==> src/rx_mac_params.svh <==
`ifndef RX_MAC_PARAMS_SVH
`define RX_MAC_PARAMS_SVH

// stream widths
`define RX_DATA_W     8
`define RX_IDX_W      13

// byte values on the wire
`define SFD_BYTE      8'hD5
`define TTE_TYPE_BYTE 8'h92
`define TTE_TYPE_IDX  13

// frame limits include the fcs
`define MIN_FRAME     64
`define MAX_FRAME     1518
`define TRUNC_LEN     (`MAX_FRAME + 1)

// crc register left by a good frame, msb-first order
`define CRC_RESIDUE   32'hC704_DD7B

// queue sizes
`define DATA_Q_DEPTH  4096
`define DESC_Q_DEPTH  32
`define DESC_W        16

`endif

==> src/rx_mac_pkg.sv <==
`default_nettype none

`include "rx_mac_params.svh"

package rx_mac_pkg;

  // ========================================
  // byte stream from the front end
  // ========================================
  typedef struct packed {
    logic                  valid;  // one frame byte
    logic                  sof;    // with idx 0
    logic                  eof;    // valid low, cycle after last byte
    logic [`RX_DATA_W-1:0] data;
    logic [`RX_IDX_W-1:0]  idx;    // byte index after sfd
  } rx_byte_t;

  // ========================================
  // descriptor queue word
  // ========================================
  typedef struct packed {
    logic                 crc_err;
    logic                 len_err;
    logic                 tte;      // byte 13 matched
    logic [`RX_IDX_W-1:0] len;      // bytes incl fcs
  } rx_desc_t;

endpackage

`default_nettype wire

==> src/gmii_rx_frontend.sv <==
`timescale 1ns/10ps
`default_nettype none

`include "rx_mac_params.svh"

module gmii_rx_frontend (
  input  logic                  rx_clk,
  input  logic                  rstn_mac,
  input  logic                  rx_dv,
  input  logic [`RX_DATA_W-1:0] rxd,
  output rx_mac_pkg::rx_byte_t  rx_stream
);

  typedef enum logic [1:0] {
    S_IDLE,     // line quiet
    S_HUNT,     // preamble, waiting for sfd
    S_FRAME,    // passing bytes
    S_DISCARD   // cut frame, wait for dv low
  } fe_state_t;

  fe_state_t             state;
  logic [`RX_IDX_W-1:0]  byte_cnt;
  logic                  valid_q;
  logic                  sof_q;
  logic                  eof_q;
  logic [`RX_DATA_W-1:0] data_q;
  logic [`RX_IDX_W-1:0]  idx_q;
  logic                  is_sfd;
  logic                  frame_end;

  assign is_sfd    = (rxd == `SFD_BYTE);
  assign frame_end = !rx_dv || (byte_cnt == `TRUNC_LEN);  // dv drop or cut length

  // ========================================
  // frame state and byte index
  // ========================================
  always_ff @(posedge rx_clk or negedge rstn_mac) begin
    if (!rstn_mac) begin
      state    <= S_IDLE;
      byte_cnt <= '0;
      valid_q  <= 1'b0;
      sof_q    <= 1'b0;
      eof_q    <= 1'b0;
    end else begin
      valid_q <= 1'b0;
      sof_q   <= 1'b0;
      eof_q   <= 1'b0;
      case (state)
        S_IDLE: begin
          if (rx_dv) begin
            byte_cnt <= '0;
            state    <= is_sfd ? S_FRAME : S_HUNT;  // sfd cycle gives no item
          end
        end
        S_HUNT: begin
          if (!rx_dv) begin
            state <= S_IDLE;   // burst without sfd
          end else if (is_sfd) begin
            state <= S_FRAME;
          end
        end
        S_FRAME: begin
          if (frame_end) begin
            eof_q <= (byte_cnt != '0);  // empty frame is dropped silently
            state <= rx_dv ? S_DISCARD : S_IDLE;
          end else begin
            valid_q  <= 1'b1;
            sof_q    <= (byte_cnt == '0);
            byte_cnt <= byte_cnt + 1'b1;
          end
        end
        S_DISCARD: begin
          if (!rx_dv) begin
            state <= S_IDLE;
          end
        end
        default: state <= S_IDLE;
      endcase
    end
  end

  // payload stage
  always_ff @(posedge rx_clk) begin
    data_q <= rxd;
    idx_q  <= byte_cnt;
  end

  assign rx_stream = '{valid: valid_q, sof: sof_q, eof: eof_q, data: data_q, idx: idx_q};

  // truncation keeps the index below the cut length
  a_idx_range: assert property (@(posedge rx_clk) disable iff (!rstn_mac)
    rx_stream.valid |-> (rx_stream.idx <= `TRUNC_LEN - 1));

endmodule

`default_nettype wire

==> config.mk <==
export PLATFORM = sky130hd
export DESIGN_NAME = gmii_rx_frontend
export DESIGN_NICKNAME = d
export VERILOG_FILES = /design/src/rx_mac_pkg.sv /design/src/gmii_rx_frontend.sv
export VERILOG_INCLUDE_DIRS = /design/src
export SDC_FILE = /design/constraint.sdc
export NUM_CORES = 1
export LEC_CHECK = 0
export ABC_AREA = 0
export BUFFER_PORTS_ARGS = -buffer_cell sky130_fd_sc_hd__buf_2
export CORE_MARGIN = 2
export CORE_UTILIZATION = 52
export DETAILED_ROUTE_END_ITERATION = 16
export HOLD_SLACK_MARGIN = 0.1
export PLACE_DENSITY = 0.87
export SETUP_SLACK_MARGIN = 0.05
export SLEW_MARGIN = 30
export SYNTH_ARGS = -nofsm -noshare
export SYNTH_HDL_FRONTEND = slang
export SYNTH_SLANG_ARGS = --single-unit
==> constraint.sdc <==
create_clock -name rx_clk -period 4.14 [get_ports rx_clk]
set_input_delay 0.207 -clock rx_clk [delete_from_list [all_inputs] [get_ports rx_clk]]
set_output_delay 0.207 -clock rx_clk [all_outputs]
set_load 0.01 [all_outputs]
==> flow_summary_export.csv <==
group,metric,value,unit
run_status,outcome,"finished, final reports clean",
logic_synthesis,synth-simple-area-share,19.2,%
detailed_routing,route.detailed.drc,0,
floorplan,initial_core_util,55.6,%
worst_setup_path,crit_fanout,11,
layout,utilization,65.9,%
floorplan,rows,19,
layout,area.growth.synth_to_final,18.5,%
sta,hold_viol,0,
grt,grt_start_max_net_pins,19,
layout,multi_input_area,577,um2
sta,setup_viol,0,
pwr,power,0.678,mW
sta,setup_tns,0,ns
floorplan,core_area,0.00281,mm2
logic_synthesis,synth_area,0.00156,mm2
detailed_routing,ant_nets,0,
worst_hold_path,min_path_type,"in2reg",
detailed_routing,drt-pass1-iter-count,4,
worst_setup_path,worstPathCellList,"or4_4 > nor4_4 > nor2_4 > a31oi_1",
floorplan,die_x,58.8,um
grt,grt_pass1_vias,1194,
worst_setup_path,r2r_cells,4,
logic_synthesis,yosysSeqAreaShare,55.9,%
placement,placed_area,0.00167,mm2
worst_setup_path,critPathArrivalTime,2.34,ns
worst_hold_path,hp-start,"rx_dv",
layout,fillers,219,
logic_synthesis,syn_nets,148,
worst_hold_path,whs_path_depth,3,
worst_setup_path,reg2reg_to,"byte_cnt[3]",
grt,grt_pass1_wl,5280,um
logic_synthesis,ys_top_cells_by_area,"dfrtp_1, dfxtp_1, buf_6",
worst_setup_path,critPathBufInv,0,
logic_synthesis,synth_cell_types,38,
floorplan,die_y,58.8,um
worst_setup_path,critPathMaxStageDelay,0.59,ns
clock_network,cts_resized,0,
logic_synthesis,synthArstFlopShare,46.2,%
grt,antenna_found_initial,0,
grt,grt_overflow,0,
layout,antennaDiodeCount,0,
sta,holdWs,0.125,ns
detailed_routing,vias,1237,
worst_setup_path,critical_path.startpoint,"byte_cnt[4]",
detailed_routing,vias_per_cell,6.00,
detailed_routing,wl_per_cell,15.6,um
logic_synthesis,synth-adder-area-share,1.61,%
floorplan,pin_count,35,
sta,skew,0.0133,ns
worst_setup_path,cp-start-kind,"flop",
worst_setup_path,crit_family,"simple AND/OR/NAND/NOR gates",
clock_network,path_clk_slew,0.12,ns
logic_synthesis,synth_area_per_cell,11.5,um2
logic_synthesis,synth-xor-area-share,0,%
clock_network,clk_latency,0.36,ns
layout,seq_area,871,um2
worst_setup_path,criticalPathCategory,"reg2reg",
clock_network,cts.sinks,39,
worst_setup_path,cp_slowest_cell,"or4_4",
worst_setup_path,r2r_setup_slack,2.08,ns
logic_synthesis,syn-instance-count,135,
logic_synthesis,synth_mux_area_share,0,%
clock_network,cts_max_level,2,
sta,relSlewSlack,51.9,%
logic_synthesis,synth_area_leader_cell,"dfrtp_1",
worst_setup_path,end_kind,"flop",
sta,final-max-slew-violation-count,0,
placement,numPortBuffers,34,
worst_hold_path,min_to,"state[0]",
logic_synthesis,dominantRegCellSynth,"dfxtp_1",
grt,grt_usage,20.7,%
sta,fmax,486,MHz
layout,layout-drive-gt1-share,29.7,%
logic_synthesis,synth-seq-cells,39,
clock_network,clockRootBuffer,"clkbuf_4",
layout,fin_area,0.00185,mm2
logic_synthesis,ys_warn_count,0,
job,maxCapViolCount,0,
pwr,p_leak,0.832,nW
worst_setup_path,crit_required,4.42,ns
detailed_routing,drtIter0Drc,61,
sta,tightest_slew,0.719,ns
pwr,powerDensity,367,mW/mm2
logic_synthesis,synth_top_area_share,28.9,%
floorplan,dieArea,0.00345,mm2
logic_synthesis,synth-compound-area-share,16.1,%
logic_synthesis,synth_top_family_by_area,"simple AND/OR/NAND/NOR gates",
layout,fin_nets,187,
sta,period_minus_slack,2.06,ns
placement,hpwl,2100,um
worst_setup_path,r2r_start,"byte_cnt[4]",
detailed_routing,wirelength,3210,um
sta,finalCritPeriodShare,49.7,%
logic_synthesis,synth-edff-count,0,
clock_network,cts_buffers,5,
pwr,peakVddDrop,0.322,mV
clock_network,cts_tree,"done",
clock_network,clk_path_buf_depth,2,
sta,rsz0062_at_grt,"no",
placement,gp_congestion,0.979,
## worst max-delay path by stage
stage               slack (ns)           to  cells after the start
detailed placement        2.12  byte_cnt[3]                      4
CTS                       2.09  byte_cnt[3]                      4
global route              1.97  byte_cnt[3]                      4
finish                    2.08  byte_cnt[3]                      4
floorplan                 2.26  byte_cnt[8]                      6
global placement          2.17  byte_cnt[1]                      5
## layer usage
| metal | part of all wire [%] | GRT usage [%] | vias to the layer above |
|---|---|---|---|
| met5 | 0 | 0 | - |
| met4 | 2.8 | 8.77 | 0 |
| met3 | 7.0 | 7.03 | 11 |
| met2 | 50 | 34.9 | 64 |
| met1 | 41 | 24.0 | 578 |
| li1 | - | - | 584 |
## placed cells by master (no fill, tap or decap), types with 2 or more instances in the layout
cell type / n
o21ai_0: 6
and3_2: 2
nor4_1: 3
o31a_1: 2
o31ai_1: 5
nand3_1: 10
clkbuf_4: 5
dlygate4sd3_1: 9
nand2b_1: 2
dfxtp_1: 21
buf_2: 34
inv_1: 4
nor2_1: 6
a41oi_1: 3
nand3b_1: 2
o41ai_1: 2
o211ai_1: 2
nand2_1: 4
nand4_1: 7
dfrtp_1: 18
a31oi_1: 7
ha_1: 2
## area by class of cell
| type | count | share of cell area, % |
|---|---|---|
| flip-flops and latches | 39 | 47.1 |
| repair buffers | 43 | 14.1 |
| well taps | 31 | 2.10 |
| multi-input cells | 81 | 31.2 |
| inverters | 4 | 0.812 |
| clock inverters | 2 | 1.90 |
| clock buffers | 6 | 2.78 |
## power by group
group,internal (mW),total [mW],leakage (nW),switching [mW]
registers,0.382,0.384,0.421,0.00153
clock network,0.143,0.263,0.0482,0.120
logic,0.0147,0.0312,0.363,0.0165
## synth_stat cells, types with 2 or more instances
cell	n
nand3_1	10
nor2_1	6
nand4_1	7
o21ai_0	6
o31ai_1	5
nand3b_1	2
a31oi_1	7
o211ai_1	2
o31a_1	2
o41ai_1	2
nand2_1	4
buf_6	6
inv_1	4
and3_2	2
a41oi_1	3
ha_1	2
buf_4	3
nand2b_1	2
nor2b_1	2
nor4_1	3
dfxtp_1	21
dfrtp_1	18
## worst min-delay path: stages
cell and delay (ns):
buf_2 0.12, o21ai_0 0.07, nor2_1 0.05
## cells by family (layout without fill, tap and decap cells)
family	count (synthesis)	count (layout)
AOI/OAI and AO/OA	32	32
DFF	39	39
adders and majority gates	2	2
buffers and inverters	15	55
and+or+nand+nor	47	47
## through the flow
step,setup WS (ns),instances
global route,1.97,206
finish,2.08,206
detailed placement,2.12,189
CTS,2.09,206
global placement,2.17,189
floorplan,2.26,135
## state kept, by name (all words and copies together) (netlist names)
signal	count
byte_cnt	13
idx_q	13
eof_q	1
data_q	8
sof_q	1
state	2
valid_q	1
## what timing repair did
action                                 in CTS  in global routing
endpoints found under the hold margin      26                  0
hold buffers                                9                  0
buffers inserted                            0                  0
(Power assumes the default switching activity.)
