`src/rx_mac_params.svh`:
```
`ifndef RX_MAC_PARAMS_SVH
`define RX_MAC_PARAMS_SVH

// stream widths
`define RX_DATA_W     8
`define RX_IDX_W      13

// byte values on the wire
`define SFD_BYTE      8'hD5
`define TTE_TYPE_BYTE 8'h92
`define TTE_TYPE_IDX  13

// frame limits include the fcs
`define MIN_FRAME     64
`define MAX_FRAME     1518
`define TRUNC_LEN     (`MAX_FRAME + 1)

// crc register left by a good frame, msb-first order
`define CRC_RESIDUE   32'hC704_DD7B

// queue sizes
`define DATA_Q_DEPTH  4096
`define DESC_Q_DEPTH  32
`define DESC_W        16

`endif

```
`src/rx_mac_pkg.sv`:
```
`default_nettype none

`include "rx_mac_params.svh"

package rx_mac_pkg;

  // ========================================
  // byte stream from the front end
  // ========================================
  typedef struct packed {
    logic                  valid;  // one frame byte
    logic                  sof;    // with idx 0
    logic                  eof;    // valid low, cycle after last byte
    logic [`RX_DATA_W-1:0] data;
    logic [`RX_IDX_W-1:0]  idx;    // byte index after sfd
  } rx_byte_t;

  // ========================================
  // descriptor queue word
  // ========================================
  typedef struct packed {
    logic                 crc_err;
    logic                 len_err;
    logic                 tte;      // byte 13 matched
    logic [`RX_IDX_W-1:0] len;      // bytes incl fcs
  } rx_desc_t;

endpackage

`default_nettype wire

```
`src/rx_queue_writer.sv`:
```
`timescale 1ns/10ps
`default_nettype none

`include "rx_mac_params.svh"

module rx_queue_writer (
  input  logic                  rx_clk,
  input  logic                  rstn_mac,
  input  rx_mac_pkg::rx_byte_t  rx_stream,
  input  logic                  crc_done,
  input  logic                  crc_err,
  input  logic                  class_done,
  input  logic                  tte,
  input  logic                  len_err,
  input  logic [`RX_IDX_W-1:0]  len,
  input  logic [`RX_IDX_W-1:0]  data_free,
  input  logic                  desc_full,
  output logic                  data_wr,
  output logic [`RX_DATA_W-1:0] data_din,
  output logic                  desc_wr,
  output rx_mac_pkg::rx_desc_t  desc_din,
  output logic [15:0]           drop_count
);

  import rx_mac_pkg::*;

  rx_desc_t desc_next;
  logic     space_ok;
  logic     admit_now;
  logic     admitted;   // current frame goes to the queues

  // room for a full length frame plus one descriptor
  assign space_ok  = (data_free >= `TRUNC_LEN) && !desc_full;
  assign admit_now = rx_stream.sof ? space_ok : admitted;

  assign desc_next = '{crc_err: crc_err, len_err: len_err, tte: tte, len: len};

  // ========================================
  // admission and write strobes
  // ========================================
  always_ff @(posedge rx_clk or negedge rstn_mac) begin
    if (!rstn_mac) begin
      admitted   <= 1'b0;
      data_wr    <= 1'b0;
      desc_wr    <= 1'b0;
      drop_count <= '0;
    end else begin
      data_wr <= rx_stream.valid && admit_now;
      desc_wr <= crc_done && class_done && admitted;
      if (rx_stream.valid && rx_stream.sof) begin
        admitted <= space_ok;
        if (!space_ok && (drop_count != '1)) begin
          drop_count <= drop_count + 1'b1;  // saturates
        end
      end else if (crc_done) begin
        admitted <= 1'b0;
      end
    end
  end

  always_ff @(posedge rx_clk) begin
    data_din <= rx_stream.data;
    desc_din <= desc_next;
  end

  // checker and classifier must finish together
  a_strobes_aligned: assert property (@(posedge rx_clk) disable iff (!rstn_mac)
    crc_done == class_done);

endmodule

`default_nettype wire

```
`config.mk`:
```
export PLATFORM = sky130hd
export DESIGN_NAME = rx_queue_writer
export DESIGN_NICKNAME = d
export VERILOG_FILES = /design/src/rx_mac_pkg.sv /design/src/rx_queue_writer.sv
export VERILOG_INCLUDE_DIRS = /design/src
export SDC_FILE = /design/constraint.sdc
export NUM_CORES = 1
export LEC_CHECK = 0
export ABC_AREA = 0
export ABC_CLOCK_PERIOD_IN_PS = 2910
export BUFFER_PORTS_ARGS = -buffer_cell sky130_fd_sc_hd__buf_2
export CAP_MARGIN = 0
export CELL_PAD_IN_SITES_DETAIL_PLACEMENT = 0
export CELL_PAD_IN_SITES_GLOBAL_PLACEMENT = 1
export CORE_MARGIN = 2
export CORE_UTILIZATION = 30
export CTS_CLUSTER_DIAMETER = 50
export DETAILED_ROUTE_END_ITERATION = 16
export GPL_ROUTABILITY_DRIVEN = 0
export PLACE_DENSITY_LB_ADDON = 0.1
export SYNTH_ARGS = -nofsm -noshare
export SYNTH_HDL_FRONTEND = slang
export SYNTH_SLANG_ARGS = --single-unit
```
`constraint.sdc`:
```
create_clock -name rx_clk -period 2.91 [get_ports rx_clk]
set_input_delay 0.582 -clock rx_clk [delete_from_list [all_inputs] [get_ports rx_clk]]
set_output_delay 0.582 -clock rx_clk [all_outputs]
set_load 0.1 [all_outputs]
```
==> flow_summary.yaml <==
status:
  result_of_the_run: "completed"
sta:
  final.hold.worst_slack_ns: 0.233
  finalHoldViolCount: 0
  final_min_period_over_clock_period_pct: 66.9
  max_freq_mhz: 514
  fin_worst_skew_ns: 0.00737
  totalNegativeSetupSlack_ns: 0
  grt_setup_unrepaired: "false"
  setup_viol_count_final: 0
  tightestPinTransition_ns: 0.491
  min_period_ns: 1.95
  final_critical_path_setup_slack_ns: 0.963
  finalMaxSlewViolations: 0
  timing.max_slew.rel_slack_pct: 67.0
global_routing:
  grt_pass1_wl_um: 5050
  initial_antenna_violation_count: 0
  first_global_vias: 1201
  grt_max_degree: 20
  global_route_total_overflow: 0
  aggregate_global_route_resource_usage_pct: 11.8
floorplanning:
  std_cell_rows: 25
  fp.dieArea_sq_um: 5590
  die_w_um: 74.8
  core-area_sq_um: 4790
  dieHeight_um: 74.8
  pin_count: 100
  floorplan.initialDensity_pct: 31.4
setup_path:
  critical-path-max-stage-delay_ns: 0.49
  critical-path-slowest-cell: "sky130_fd_sc_hd__nor4_4"
  setup.worst_path.start_class: "register"
  worst-setup-path-type: "register to register"
  path_max_fanout: 9
  crit_arrival_ns: 2.10
  worstPathRequired_ns: 3.06
  cp_cell_sequence: "ha_1 -> nand4_1 -> nor4_4 -> buf_4 -> nor4_1 -> xor2_1"
  cp-end-kind: "register"
pwr:
  ir_worst_vdd_mv: 0.409
  pwr_density_cell_nw_per_um2: 808
  p_total_mw: 1.69
  leakagePower_nw: 1.08
placed_design:
  place.port_buffers: 85
  post-dp-hpwl_um: 2500
  placed_cells_incl_taps: 264
  setup_slack_placement_ns: 0.938
drt:
  firstDrtPassIters: 2
  routed-via-count: 1198
  routed_via_density: 4.40
  routed_wire_length_per_instance_um: 11.8
  drt.antenna.violating_nets: 0
  drt-initial-drc-count: 41
  wirelength_um: 3220
  detail_route.drc_violations: 0
yosys:
  post_synth_num_cell_types: 34
  synth.net_count: 172
  post_synth.cell_area_avg_sq_um: 13.3
  synth_sequential_area_ratio_pct: 63.6
  mappedNetlistArea_sq_um: 1500
  ys.warnings.count: 0
  ys_ff_latch: 43
  postSynthCellCount: 113
layout:
  sequential_cell_area_sq_um: 956
  final_layout_size_suffix_gt1_share_pct: 50.7
  fin_cells: 272
  antenna-diode-count: 0
  area_delta_synth_final_pct: 38.8
  fill_cells: 452
  multiInputGateArea_sq_um: 515
  design.final.nets: 263
cts:
  cts_tree: "yes"
  cts_resized: 0
  cts_made_buffers: 5
  post_cts_hold_buffer_count: 0
  htreeDepth: 2
  cts-root-to-sink-buffers: 2
  worst_skew_pair.late_latency_ns: 0.28
  cts.sinks: 43
  clkTransAtPathRegs_ns: 0.08
  cts.repair_timing.setup_buffer_count: 0
  clockRootBuffer: "sky130_fd_sc_hd__clkbuf_8"
min_path:
  holdCritPathClass: "input pin to async pin"
job:
  max_cap_violations: 0
## worst max-delay path, delay by kind of cell (launching register included)
| family | cells | cell delay, ns |
|---|---|---|
| XOR/XNOR | 1 | 0.15 |
| adder cells (fa/ha/maj) | 1 | 0.22 |
| buffers and inverters | 1 | 0.26 |
| flip-flops | 1 | 0.41 |
| AND/OR/NAND/NOR | 3 | 0.76 |
## power breakdown
group	switching (mW)	total, mW	internal [mW]
registers	0.0620	0.713	0.651
clock network	0.196	0.365	0.168
logic	0.504	0.608	0.104
## per-stage QoR
| stage | cell area [sq um] | utilization (%) |
|---|---|---|
| final | 2090 | 43.6 |
| after global routing | 2090 | 43.6 |
| after CTS | 2090 | 43.6 |
| after detailed placement | 2000 | 41.8 |
| after global placement | 2000 | 41.8 |
| after floorplan | 1500 | - |
## layout by cell type, fill, tap and decap left out
master	Yosys	final
sky130_fd_sc_hd__a211oi_2	1	1
sky130_fd_sc_hd__a41oi_1	1	1
sky130_fd_sc_hd__and2_1	1	1
sky130_fd_sc_hd__and3_1	2	2
sky130_fd_sc_hd__and4_1	2	2
sky130_fd_sc_hd__buf_2	1	85
sky130_fd_sc_hd__buf_4	0	2
sky130_fd_sc_hd__clkbuf_8	0	5
sky130_fd_sc_hd__clkinv_2	0	1
sky130_fd_sc_hd__dfrtp_1	19	19
sky130_fd_sc_hd__dfxtp_1	24	24
sky130_fd_sc_hd__ha_1	1	1
sky130_fd_sc_hd__inv_1	1	1
sky130_fd_sc_hd__inv_4	0	2
sky130_fd_sc_hd__mux2_4	1	1
sky130_fd_sc_hd__mux2i_1	1	1
sky130_fd_sc_hd__nand2_1	7	7
sky130_fd_sc_hd__nand2_2	1	1
sky130_fd_sc_hd__nand3_1	5	5
sky130_fd_sc_hd__nand3b_1	2	2
sky130_fd_sc_hd__nand4_1	3	3
sky130_fd_sc_hd__nand4_2	1	1
sky130_fd_sc_hd__nand4b_1	1	1
sky130_fd_sc_hd__nor2_1	1	1
sky130_fd_sc_hd__nor2b_1	1	1
sky130_fd_sc_hd__nor3_1	2	2
sky130_fd_sc_hd__nor3_2	1	1
sky130_fd_sc_hd__nor4_1	8	8
sky130_fd_sc_hd__nor4_2	1	1
sky130_fd_sc_hd__nor4_4	1	1
sky130_fd_sc_hd__nor4b_1	2	2
sky130_fd_sc_hd__nor4b_2	1	1
sky130_fd_sc_hd__o32ai_2	1	1
sky130_fd_sc_hd__or3_1	1	1
sky130_fd_sc_hd__or4_1	1	1
sky130_fd_sc_hd__xnor2_1	1	1
sky130_fd_sc_hd__xor2_1	14	14
## synth_stat cells (all sizes together)
cell type,instances,area share [%]
and4,2,1.2
xnor2,1,0.58
mux2i,1,0.67
nor2b,1,0.42
nor4,10,5.6
nand4b,1,0.58
inv,1,0.25
mux2,1,1.0
buf,3,1.8
nor2,1,0.25
ha,1,0.83
o32ai,1,1.1
or4,1,0.50
a41oi,1,0.58
nand3,5,1.7
xor2,14,8.2
or3,1,0.42
dfrtp,19,32
nand3b,2,1.0
and2,1,0.42
nor3,3,1.3
nand2,8,2.2
dfxtp,24,32
nor4b,3,2.2
and3,2,0.83
a211oi,1,0.83
nand4,4,2.1
## sequential cells by signal, indices dropped and copies added, names as in the netlist
signal	count
admitted	1
data_din	8
data_wr	1
desc_din	16
desc_wr	1
drop_count	16
## final timing paths
path | cells past startpoint | endpoint | slack [ns] | startpoint
min in group rx_clk | 1 | desc_din[1] | 0.40 | len[1]
worst max register to register | 6 | drop_count[6] | 0.96 | drop_count[0]
max in group asynchronous | 1 | drop_count[6] | 2.36 | rstn_mac
worst min register to register | 1 | drop_count[15] | 0.49 | drop_count[15]
worst max-delay path | 6 | drop_count[6] | 0.96 | drop_count[0]
worst min-delay path | 1 | drop_count[15] | 0.23 | rstn_mac
## final cells by class
type	instances	area share (%)
Tap cell	67	4.02
Multi-Input combinational cell	66	24.7
Sequential cell	43	45.8
Inverter	1	0.180
Timing Repair Buffer	87	21.1
Clock inverter	3	0.840
Clock buffer	5	3.30
## metal layers
layer	GRT usage, %	wire length [um]	up-vias
li1	-	-	588
met1	14.0	1350	553
met2	19.6	1570	52
met3	4.55	270	5
met4	4.56	34	0
met5	0	0	-
## cell families after synthesis
logic type                 Yosys count  share of synthesized area, %
DFF                                 43                          63.6
buffers and inverters                4                          2.08
muxes                                2                          1.67
xor gates and xnor gates            15                          8.74
and+or+nand+nor                     45                          20.6
adders and majority gates            1                         0.833
AOI/OAI and AO/OA                    3                          2.50
Power figures use the tool's default switching activity.
