### src/rx_mac_params.svh
`ifndef RX_MAC_PARAMS_SVH
`define RX_MAC_PARAMS_SVH

// stream widths
`define RX_DATA_W     8
`define RX_IDX_W      13

// byte values on the wire
`define SFD_BYTE      8'hD5
`define TTE_TYPE_BYTE 8'h92
`define TTE_TYPE_IDX  13

// frame limits include the fcs
`define MIN_FRAME     64
`define MAX_FRAME     1518
`define TRUNC_LEN     (`MAX_FRAME + 1)

// crc register left by a good frame, msb-first order
`define CRC_RESIDUE   32'hC704_DD7B

// queue sizes
`define DATA_Q_DEPTH  4096
`define DESC_Q_DEPTH  32
`define DESC_W        16

`endif

### src/rx_mac_pkg.sv
`default_nettype none

`include "rx_mac_params.svh"

package rx_mac_pkg;

  // ========================================
  // byte stream from the front end
  // ========================================
  typedef struct packed {
    logic                  valid;  // one frame byte
    logic                  sof;    // with idx 0
    logic                  eof;    // valid low, cycle after last byte
    logic [`RX_DATA_W-1:0] data;
    logic [`RX_IDX_W-1:0]  idx;    // byte index after sfd
  } rx_byte_t;

  // ========================================
  // descriptor queue word
  // ========================================
  typedef struct packed {
    logic                 crc_err;
    logic                 len_err;
    logic                 tte;      // byte 13 matched
    logic [`RX_IDX_W-1:0] len;      // bytes incl fcs
  } rx_desc_t;

endpackage

`default_nettype wire

### src/rx_crc_check.sv
`timescale 1ns/10ps
`default_nettype none

`include "rx_mac_params.svh"

module rx_crc_check (
  input  logic                 rx_clk,
  input  logic                 rstn_mac,
  input  rx_mac_pkg::rx_byte_t rx_stream,
  output logic                 crc_done,
  output logic                 crc_err
);

  localparam logic [31:0] CRC_POLY = 32'hEDB8_8320;  // 802.3, reflected

  logic [31:0] crc_q;
  logic [31:0] crc_seed;
  logic [31:0] crc_rev;

  // one byte, lsb first
  function automatic logic [31:0] crc_byte(input logic [31:0]           crc,
                                           input logic [`RX_DATA_W-1:0] d);
    logic [31:0] c;
    c = crc ^ {24'h0, d};
    for (int i = 0; i < 8; i++) begin
      c = c[0] ? ((c >> 1) ^ CRC_POLY) : (c >> 1);
    end
    return c;
  endfunction

  assign crc_seed = rx_stream.sof ? 32'hFFFF_FFFF : crc_q;  // preset on first byte

  always_ff @(posedge rx_clk) begin
    if (rx_stream.valid) begin
      crc_q <= crc_byte(crc_seed, rx_stream.data);  // fcs bytes go through too
    end
  end

  // residue constant is in msb-first order
  assign crc_rev = {<<{crc_q}};

  // ========================================
  // result one cycle after eof
  // ========================================
  always_ff @(posedge rx_clk or negedge rstn_mac) begin
    if (!rstn_mac) begin
      crc_done <= 1'b0;
      crc_err  <= 1'b0;
    end else begin
      crc_done <= rx_stream.eof;
      if (rx_stream.eof) begin
        crc_err <= (crc_rev != `CRC_RESIDUE);
      end
    end
  end

endmodule

`default_nettype wire

### config.mk
export PLATFORM = sky130hd
export DESIGN_NAME = rx_crc_check
export DESIGN_NICKNAME = d
export VERILOG_FILES = /design/src/rx_mac_pkg.sv /design/src/rx_crc_check.sv
export VERILOG_INCLUDE_DIRS = /design/src
export SDC_FILE = /design/constraint.sdc
export NUM_CORES = 1
export LEC_CHECK = 0
export BUFFER_PORTS_ARGS = -buffer_cell sky130_fd_sc_hd__buf_2
export CAP_MARGIN = 15
export CORE_ASPECT_RATIO = 1.25
export CORE_UTILIZATION = 43
export DETAILED_ROUTE_END_ITERATION = 7
export PLACE_DENSITY = 0.65
export SYNTH_ARGS = -nofsm -noshare
export SYNTH_HDL_FRONTEND = slang
export SYNTH_SLANG_ARGS = --single-unit
### constraint.sdc
create_clock -name rx_clk -period 2.18 [get_ports rx_clk]
set_input_delay 0.109 -clock rx_clk [delete_from_list [all_inputs] [get_ports rx_clk]]
set_output_delay 0.109 -clock rx_clk [all_outputs]
set_load 0.02 [all_outputs]
==> flow_summary_export.csv, run 1 <==
group,metric,value,unit
logic_synthesis,syn-num-nets,225,
sta,fin_skew,0.0101,ns
logic_synthesis,synth_most_common_cell,"xnor2_1",
place,numPortBuffers,14,
routing,drt_iter0_markers,102,
routing,ant_nets,0,
cells_and_area,drive_gt1_share,18.8,%
routing,vias,1396,
logic_synthesis,synth_edf_count,32,
logic_synthesis,yosysTopAreaCell,"edfxtp_1",
logic_synthesis,async_flop_share,5.88,%
grt,grt_pass1_wl,7620,µm
place,dp_slack,0.103,ns
logic_synthesis,synthDistinctLibCells,22,
logic_synthesis,synth_warnings,0,
logic_synthesis,syn_inst,199,
routing,wl_per_cell,16.7,µm
clocking,cts.sinks,34,
worst_setup_path,critPathLaunch,"crc_q[0]$_DFFE_PP_",
worst_setup_path,path_max_fanout,4,
routing,route.met3.wl,107,µm
clocking,clockBufferDepth,2,
sta,final.setup.worst_slack,0.130,ns
sta,worst_pin_slew,0.766,ns
routing,route.met2.wl,2600,µm
power_and_ir_drop,p_leak,0.928,nW
cells_and_area,utilization,50.9,%
clocking,h-tree-depth,2,
logic_synthesis,seq_area_frac_synth,44.0,%
floorplan,start_util,44.9,%
floorplan,die_w,67.4,µm
cells_and_area,n_fill_cell,468,
grt,grt_pass1_vias,1460,
floorplan,die_y,83.7,µm
power_and_ir_drop,p_per_area,1750,nW/µm²
grt,grt_max_degree,33,
grt,grt-ovfl-total,0,
worst_setup_path,regToRegSetupSlack,0.13,ns
routing,met1Wirelength,2020,µm
sta,finalMaxSlewViolations,0,
logic_synthesis,yosys.area.top_type_share,41.8,%
sta,slew_headroom,48.9,%
logic_synthesis,yosys-top-cells-area,"edfxtp_1, xnor2_1, nor2_1",
clocking,cts_tree,"built",
floorplan,die_area,5640,µm²
sta,finalCritPeriodShare,94.0,%
clocking,post_cts_buffers,0,
routing,routed_wl,4780,µm
logic_synthesis,syn-cell-area,2300,µm²
routing,viasPerCell,4.88,
sta,timing.fmax,488,MHz
place,place_area,2480,µm²
status,status,"complete, no violations",
worst_setup_path,crit_path_end_kind,"register",
floorplan,core,5120,µm²
logic_synthesis,synth_ff_type,"edfxtp_1",
logic_synthesis,synthTopCellsByCount,"xnor2_1, nor2_1, edfxtp_1",
clocking,clockRootBuffer,"clkbuf_8",
routing,drc_errors,0,
min_path,hold_class,"in2async",
cells_and_area,fin_area,2600,µm²
sta,timing.final.hold_violations,0,
place,gp_congestion,0.804,
job,cap_violations,0,
logic_synthesis,synth-seq-cells,34,
worst_setup_path,start_kind,"register",
grt,antenna_found_initial,0,
sta,post-route-min-period,2.05,ns
routing,top_layer_used,"met4",
floorplan,num_io_pins,28,
grt,grt_use_total,19.1,%
worst_setup_path,critical_path_class,"reg2reg",
sta,setup_tns,0,ns
worst_setup_path,worst_ep_arrival_time,2.08,ns
clocking,cts_buffers,5,
cells_and_area,final_nets,249,
logic_synthesis,synth_area_per_cell,11.5,µm²
sta,grt_setup_unrepaired,"false",
sta,setup-violations-final,0,
routing,drtPass1Iterations,4,
clocking,clkLatencyLatePin,0.29,ns
place,dp_hpwl,3640,µm
worst_setup_path,regToRegStartpoint,"crc_q[0]$_DFFE_PP_",
worst_setup_path,required,2.21,ns
cells_and_area,area_growth,13.3,%
cells_and_area,num_antenna_cells,0,
floorplan,rows,29,
power_and_ir_drop,ir_drop,573,µV
clocking,clkTransAtPathRegs,0.08,ns
path summary, 6_finish.rpt:
path,to,cells after the start
worst max register to register,crc_q[20]$_DFFE_PP_,5
max in group asynchronous,crc_err$_DFFE_PN0P_,2
min in group rx_clk,crc_q[10]$_DFFE_PP_,2
worst min-delay path,crc_done$_DFF_PN0_,2
worst max-delay path,crc_q[20]$_DFFE_PP_,5
worst min register to register,crc_err$_DFFE_PN0P_,1
layer usage:
layer  up-vias  global-route usage, %
met3         4                   3.69
met1       681                   23.5
met2        24                   33.1
met5         -                      0
li1        687                      -
met4         0                   5.22
final cells by class:
class | instances | area, µm² | share of cell area, %
Multi-Input combinational cell | 150 | 1200 | 46.3
Tap cell | 62 | 77.6 | 2.98
Timing Repair Buffer | 32 | 210 | 8.07
Clock buffer | 7 | 96.3 | 3.70
Sequential cell | 34 | 1010 | 38.8
Clock inverter | 1 | 3.75 | 0.144
stage by stage:
| stage | power (mW) | instances | hold slack (ns) |
|---|---|---|---|
| after floorplan | 3.48 | 199 | -0.187 |
| after global placement | 4.00 | 276 | -0.105 |
| after detailed placement | 4.07 | 276 | -0.103 |
| after CTS | 4.59 | 286 | 0.130 |
| after global routing | 4.85 | 286 | 0.164 |
| final | 4.56 | 286 | 0.137 |
power breakdown:
group | internal, mW | switching (mW) | total, mW
Sequential | 1.28 | 0.288 | 1.57
Clock | 0.284 | 0.233 | 0.517
Combinational | 1.38 | 1.08 | 2.47
logic make-up (layout without fill, tap and decap cells):
kind of cell           count (synthesis)  in the layout  synth area share [%]
AO/OA/AOI/OAI                          1              1                 0.381
XOR/XNOR                             100            100                  42.4
buffers and inverters                 15             40                  3.54
flip-flops                            34             34                  44.0
AND/OR/NAND/NOR                       49             49                  9.69
what timing repair did:
| action | 4_1_cts | 5_1_grt |
|---|---|---|
| hold endpoints to repair | 3 | 0 |
| resized for setup | 0 | 0 |
| hold buffers | 2 | 0 |
flip-flops by register name, summed over array words and instances (netlist names):
| register | flops |
|---|---|
| crc_err | 1 |
| crc_q | 32 |
| crc_done | 1 |
cell usage in the layout, fill, tap and decap left out, types with 2 or more instances in the layout:
cell           instances
nand4_1                2
buf_2                 14
buf_4                 16
dlygate4sd3_1          2
xor2_1                16
nor2_1                39
nor4bb_1               3
edfxtp_1              32
xnor2_2                2
xnor2_1               76
clkbuf_8               7
dfrtp_1                2
xnor3_1                3
worst max-delay path, cell delays in order, from the launching register on:
cell and delay [ns]:
edfxtp_1 0.50, xnor2_1 0.17, nor2_1 0.16, xnor2_2 0.14
xnor3_2 0.48, xnor3_1 0.34
Note: power is estimated with default switching activity, not from simulation.
==> run 2, diff against run 1 <==
Settings changed: CTS_CLUSTER_SIZE from default to 28, GPL_ROUTABILITY_DRIVEN from default to 0, REMOVE_ABC_BUFFERS from default to 1.
==> run 2 against run 1 <==
Critical path type unchanged. First-iteration DRC count decreased by 37%. Core utilization decreased by 0.71 points. Die area unchanged. Design area decreased by 1.4%. Flip-flop and latch count unchanged. Fmax increased by 0.21%. Clock skew decreased by 0.0038 ns. Global-route usage increased by 0.30 points. Largest power group unchanged. Wire length decreased by 1.7%. Sequential share of layout area increased by 0.55 points. Clock power decreased by 9.5%.
==> flow_summary_export.csv, run 2 (synthesis gave the netlist of run 1 again) <==
group,metric,value,unit
status,status,"complete, no violations",
worst_setup_path,regToRegStartpoint,"crc_q[1]$_DFFE_PP_",
sta,post-route-min-period,2.05,ns
worst_setup_path,path_max_fanout,4,
worst_setup_path,worst_ep_arrival_time,2.07,ns
grt,grt-ovfl-total,0,
sta,worst_pin_slew,0.756,ns
clocking,clockRootBuffer,"clkbuf_8",
floorplan,num_io_pins,28,
clocking,h-tree-depth,2,
cells_and_area,layout_commonest_cell,"xnor2_1",
place,numPortBuffers,14,
worst_setup_path,required,2.21,ns
grt,grt_use_total,19.4,%
clocking,cts.sinks,34,
grt,grt_pass1_vias,1494,
min_path,hold_class,"in2async",
worst_setup_path,critical-path-max-stage-delay,0.51,ns
sta,setup_tns,0,ns
sta,slew_headroom,49.6,%
worst_setup_path,crit_slowest_cell,"edfxtp_1",
clocking,clkLatencyLatePin,0.29,ns
sta,finalCritPeriodShare,93.8,%
routing,vias,1389,
floorplan,die_area,5640,µm²
worst_setup_path,crit_path_end_kind,"register",
routing,routed_wl,4700,µm
sta,finalMaxSlewViolations,0,
floorplan,core,5120,µm²
floorplan,rows,29,
power_and_ir_drop,p_leak,0.906,nW
sta,fin_skew,0.00623,ns
grt,grt_max_degree,33,
cells_and_area,area_growth,11.8,%
cells_and_area,regMostFlops,"crc_q",
cells_and_area,final_cell_mix,"xnor2_1, nor2_1, edfxtp_1",
clocking,cts_tree,"built",
clocking,cts_buffers,5,
cells_and_area,n_fill_cell,481,
cells_and_area,reg_top3,"crc_q: 32 flops, crc_done: 1 flops, crc_err: 1 flops",
clocking,post_cts_buffers,0,
routing,drc_errors,0,
sta,grt_setup_unrepaired,"false",
routing,viasPerCell,4.93,
routing,wl_per_cell,16.7,µm
grt,grt_pass1_wl,7660,µm
floorplan,start_util,44.9,%
worst_setup_path,critical_path_class,"reg2reg",
sta,timing.fmax,489,MHz
place,dp_hpwl,3480,µm
power_and_ir_drop,p_per_area,1740,nW/µm²
sta,setup-violations-final,0,
grt,antenna_found_initial,0,
cells_and_area,largest_reg_flops,32,
job,cap_violations,0,
sta,timing.final.hold_violations,0,
clocking,clockBufferDepth,2,
worst_setup_path,critPathLaunch,"crc_q[1]$_DFFE_PP_",
worst_setup_path,cp_cell_sequence,"xnor2_1, nor2_1, xnor2_4, xor2_2, xnor3_1",
power_and_ir_drop,ir_drop,772,µV
cells_and_area,final_cells,282,
cells_and_area,num_antenna_cells,0,
cells_and_area,final_nets,246,
worst_setup_path,start_kind,"register",
routing,drt_iter0_markers,64,
place,dp_cells,273,
cells_and_area,drive_gt1_share,17.3,%
floorplan,die_y,83.7,µm
clocking,clkTransAtPathRegs,0.07,ns
routing,drtPass1Iterations,4,
worst_setup_path,cp_top_family,"XOR/XNOR gates",
worst_setup_path,critPathBufInv,0,
routing,ant_nets,0,
floorplan,die_w,67.4,µm
run 2: timing repair:
action | 4_1_cts | 5_1_grt
hold endpoints to repair | 3 | 0
hold buffers | 2 | 0
gates resized for setup | 0 | 0
run 2: cell type report:
| type | instances | area (µm²) | share of cell area, % |
|---|---|---|---|
| clock buffer | 7 | 86.3 | 3.36 |
| multi-input combinational | 150 | 1200 | 46.9 |
| sequential | 34 | 1010 | 39.4 |
| tap | 62 | 77.6 | 3.02 |
| timing repair buffer | 29 | 188 | 7.31 |
run 2: where the power goes:
group	internal [mW]	switching, mW
Combinational	1.37	1.07
Clock	0.250	0.218
Sequential	1.28	0.282
run 2: path summary, 6_finish.rpt:
kind	endpoint	slack, ns	cells after the start
worst min register to register	crc_err$_DFFE_PN0P_	0.52	1
worst max register to register	crc_q[20]$_DFFE_PP_	0.13	5
min in group rx_clk	crc_q[9]$_DFFE_PP_	0.23	2
max in group asynchronous	crc_err$_DFFE_PN0P_	1.95	2
worst max-delay path	crc_q[20]$_DFFE_PP_	0.13	5
worst min-delay path	crc_done$_DFF_PN0_	0.13	2
run 2: layer usage:
layer	up-vias	track usage, %	routed length, µm
met5	-	0	0
met4	0	6.96	76
met3	6	3.69	153
met2	27	32.6	2470
met1	675	24.1	2010
li1	681	-	-
run 2: through the flow:
stage	hold slack [ns]	utilization, %	total power, mW	instance area (µm²)	setup slack, ns
5_1_grt	0.138	50.2	4.82	2570	0.0220
6_report	0.134	50.2	4.48	2570	0.135
3_3_place_gp	-0.106	48.1	4.02	2460	0.140
3_5_place_dp	-0.102	48.1	4.05	2460	0.127
2_1_floorplan	-0.187	-	3.41	2220	0.0423
4_1_cts	0.118	50.2	4.54	2570	0.0969
==> run 3, diff against run 2 <==
Settings changed: BUFFER_PORTS_ARGS -buffer_cell sky130_fd_sc_hd__buf_2 to default, DONT_BUFFER_PORTS from default to 1, PLACE_DENSITY 0.65 to 0.61.
==> run 3 against run 2 <==
Fmax rose by 0.40%. Register-to-register slack hardly changed. Design area fell by 3.2%. Critical endpoint unchanged. Largest cell class unchanged. Highest routed layer unchanged.
==> flow_summary_export.csv, run 3 (synthesis gave the netlist of run 1 again) <==
group,metric,value,unit
routing,top_layer_used,"met4",
grt,grt_use_total,19.1,%
sta,timing.final.hold_violations,0,
min_path,hold_class,"in2reg",
routing,vias,1356,
floorplan,die_area,5640,µm²
worst_setup_path,cp_cell_sequence,"xnor2_1, nor2_1, xnor2_2, xnor3_2, xnor3_1",
cells_and_area,final_nets,230,
min_path,whs_path_depth,1,
clocking,clkTransAtPathRegs,0.07,ns
min_path,holdCritStartpoint,"rx_stream[15]",
sta,finalCritPeriodShare,93.4,%
grt,grt-ovfl-total,0,
worst_setup_path,start_kind,"register",
cells_and_area,largest_reg_flops,32,
worst_setup_path,critical-path-max-stage-delay,0.49,ns
cells_and_area,reg_top3,"crc_q: 32 flops, crc_done: 1 flops, crc_err: 1 flops",
routing,viasPerCell,5.10,
place,dp_hpwl,3470,µm
min_path,hold_path_end,"crc_q[0]$_DFFE_PP_",
power_and_ir_drop,p_per_area,1780,nW/µm²
routing,route.met2.wl,2320,µm
routing,wl_per_cell,17.8,µm
sta,setup_tns,0,ns
grt,grt_pass1_wl,7620,µm
routing,drtPass1Iterations,4,
place,numPortBuffers,0,
power_and_ir_drop,p_leak,0.841,nW
sta,slew_headroom,47.8,%
cells_and_area,area_growth,8.17,%
floorplan,num_io_pins,28,
cells_and_area,fin_area,2480,µm²
job,cap_violations,0,
cells_and_area,drive_gt1_share,10.3,%
worst_setup_path,required,2.21,ns
worst_setup_path,regToRegStartpoint,"crc_q[0]$_DFFE_PP_",
sta,post-route-min-period,2.04,ns
power_and_ir_drop,intPower,2.86,mW
grt,grt_max_degree,37,
place,place_area,2370,µm²
routing,routed_wl,4730,µm
sta,finalMaxSlewViolations,0,
power_and_ir_drop,p_sw_share,35.4,%
power_and_ir_drop,switchingPower,1.57,mW
worst_setup_path,worst_ep_arrival_time,2.07,ns
worst_setup_path,r2r-end,"crc_q[20]$_DFFE_PP_",
power_and_ir_drop,p_comb_share,54.5,%
worst_setup_path,crit_path_end_kind,"register",
routing,route.met3.wl,204,µm
power_and_ir_drop,clock_power_share,9.9,%
floorplan,start_util,44.9,%
sta,worst_pin_slew,0.777,ns
power_and_ir_drop,seqPwrFrac,35.5,%
floorplan,core,5120,µm²
worst_setup_path,path_max_fanout,3,
cells_and_area,final_cell_mix,"xnor2_1, nor2_1, edfxtp_1",
floorplan,die_w,67.4,µm
clocking,h-tree-depth,2,
clocking,cts.sinks,34,
sta,timing.fmax,491,MHz
cells_and_area,regMostFlops,"crc_q",
routing,drt_iter0_markers,98,
floorplan,die_y,83.7,µm
grt,grt_pass1_vias,1466,
worst_setup_path,reg2reg_depth,5,
routing,met1Wirelength,1970,µm
sta,fin_skew,0.00518,ns
clocking,clockRootBuffer,"clkbuf_8",
sta,setup-violations-final,0,
worst_setup_path,critical_path_class,"reg2reg",
cells_and_area,n_fill_cell,446,
clocking,clockBufferDepth,2,
routing,drc_errors,0,
cells_and_area,utilization,48.6,%
cells_and_area,layout_commonest_cell,"xnor2_1",
cells_and_area,num_antenna_cells,0,
routing,ant_nets,0,
clocking,cts_buffers,5,
sta,grt_setup_unrepaired,"false",
clocking,cts_tree,"built",
clocking,clkLatencyLatePin,0.29,ns
worst_setup_path,regToRegSetupSlack,0.14,ns
power_and_ir_drop,ir_drop,422,µV
floorplan,rows,29,
worst_setup_path,crit_slowest_cell,"xnor3_2",
status,status,"complete, no violations",
grt,antenna_found_initial,0,
clocking,post_cts_buffers,0,
-- run 3: changes by cell type in the layout (fill, tap and decap cells not counted), sizes merged --
| cell | previous run | this run |
|---|---|---|
| buf | 27 | 11 |
-- run 3: power by group through the flow --
stage                     clock network (mW)  logic (mW)  registers [mW]
after detailed placement                   0        2.40            1.59
after global placement                     0        2.37            1.57
after global routing                   0.470        2.63            1.61
final                                  0.440        2.42            1.57
after floorplan                            0        1.89            1.52
after CTS                              0.443        2.44            1.58
-- run 3: worst max-delay path by stage --
stage / start / end / slack (ns) / depth (start not counted)
floorplan: crc_q[0]$_DFFE_PP_ / crc_q[20]$_DFFE_PP_ / 0.04 / 5
CTS: crc_q[0]$_DFFE_PP_ / crc_q[20]$_DFFE_PP_ / 0.14 / 5
global placement: crc_q[1]$_DFFE_PP_ / crc_q[20]$_DFFE_PP_ / 0.15 / 5
finish: crc_q[0]$_DFFE_PP_ / crc_q[20]$_DFFE_PP_ / 0.14 / 5
detailed placement: crc_q[0]$_DFFE_PP_ / crc_q[20]$_DFFE_PP_ / 0.15 / 5
global route: crc_q[0]$_DFFE_PP_ / crc_q[20]$_DFFE_PP_ / 0.06 / 5
-- run 3: cell type report --
class	count	area, µm²	share of cell area, %
clock buffers	7	76.3	3.07
multi-input cells	150	1200	48.5
flip-flops and latches	34	1010	40.7
well taps	62	77.6	3.12
repair buffers	13	115	4.63
-- run 3: through the flow --
step / hold WS (ns) / power (mW) / std cells / worst slack, ns
6_report: 0.0309 / 4.43 / 266 / 0.143
2_1_floorplan: -0.187 / 3.41 / 184 / 0.0423
3_5_place_dp: -0.187 / 3.99 / 256 / 0.150
4_1_cts: 0.0303 / 4.46 / 266 / 0.139
3_3_place_gp: -0.187 / 3.94 / 256 / 0.153
5_1_grt: 0.0236 / 4.71 / 266 / 0.0648
-- run 3: critical path: cells and delay by family (launching register included) --
family	cells	cell delay, ns
flip-flops	1	0.47
AND/OR/NAND/NOR	1	0.17
XOR/XNOR	4	1.14
-- run 3: repair_timing --
| item | CTS | global route |
|---|---|---|
| hold endpoints to repair | 36 | 0 |
| gates resized for setup | 0 | 0 |
| setup endpoints to repair | 0 | 0 |
| hold buffers | 3 | 0 |
-- run 3: routing by layer --
layer	vias up	GRT usage (%)
met5	-	0
li1	647	-
met2	41	30.1
met1	651	23.2
met3	17	4.51
met4	0	11.0
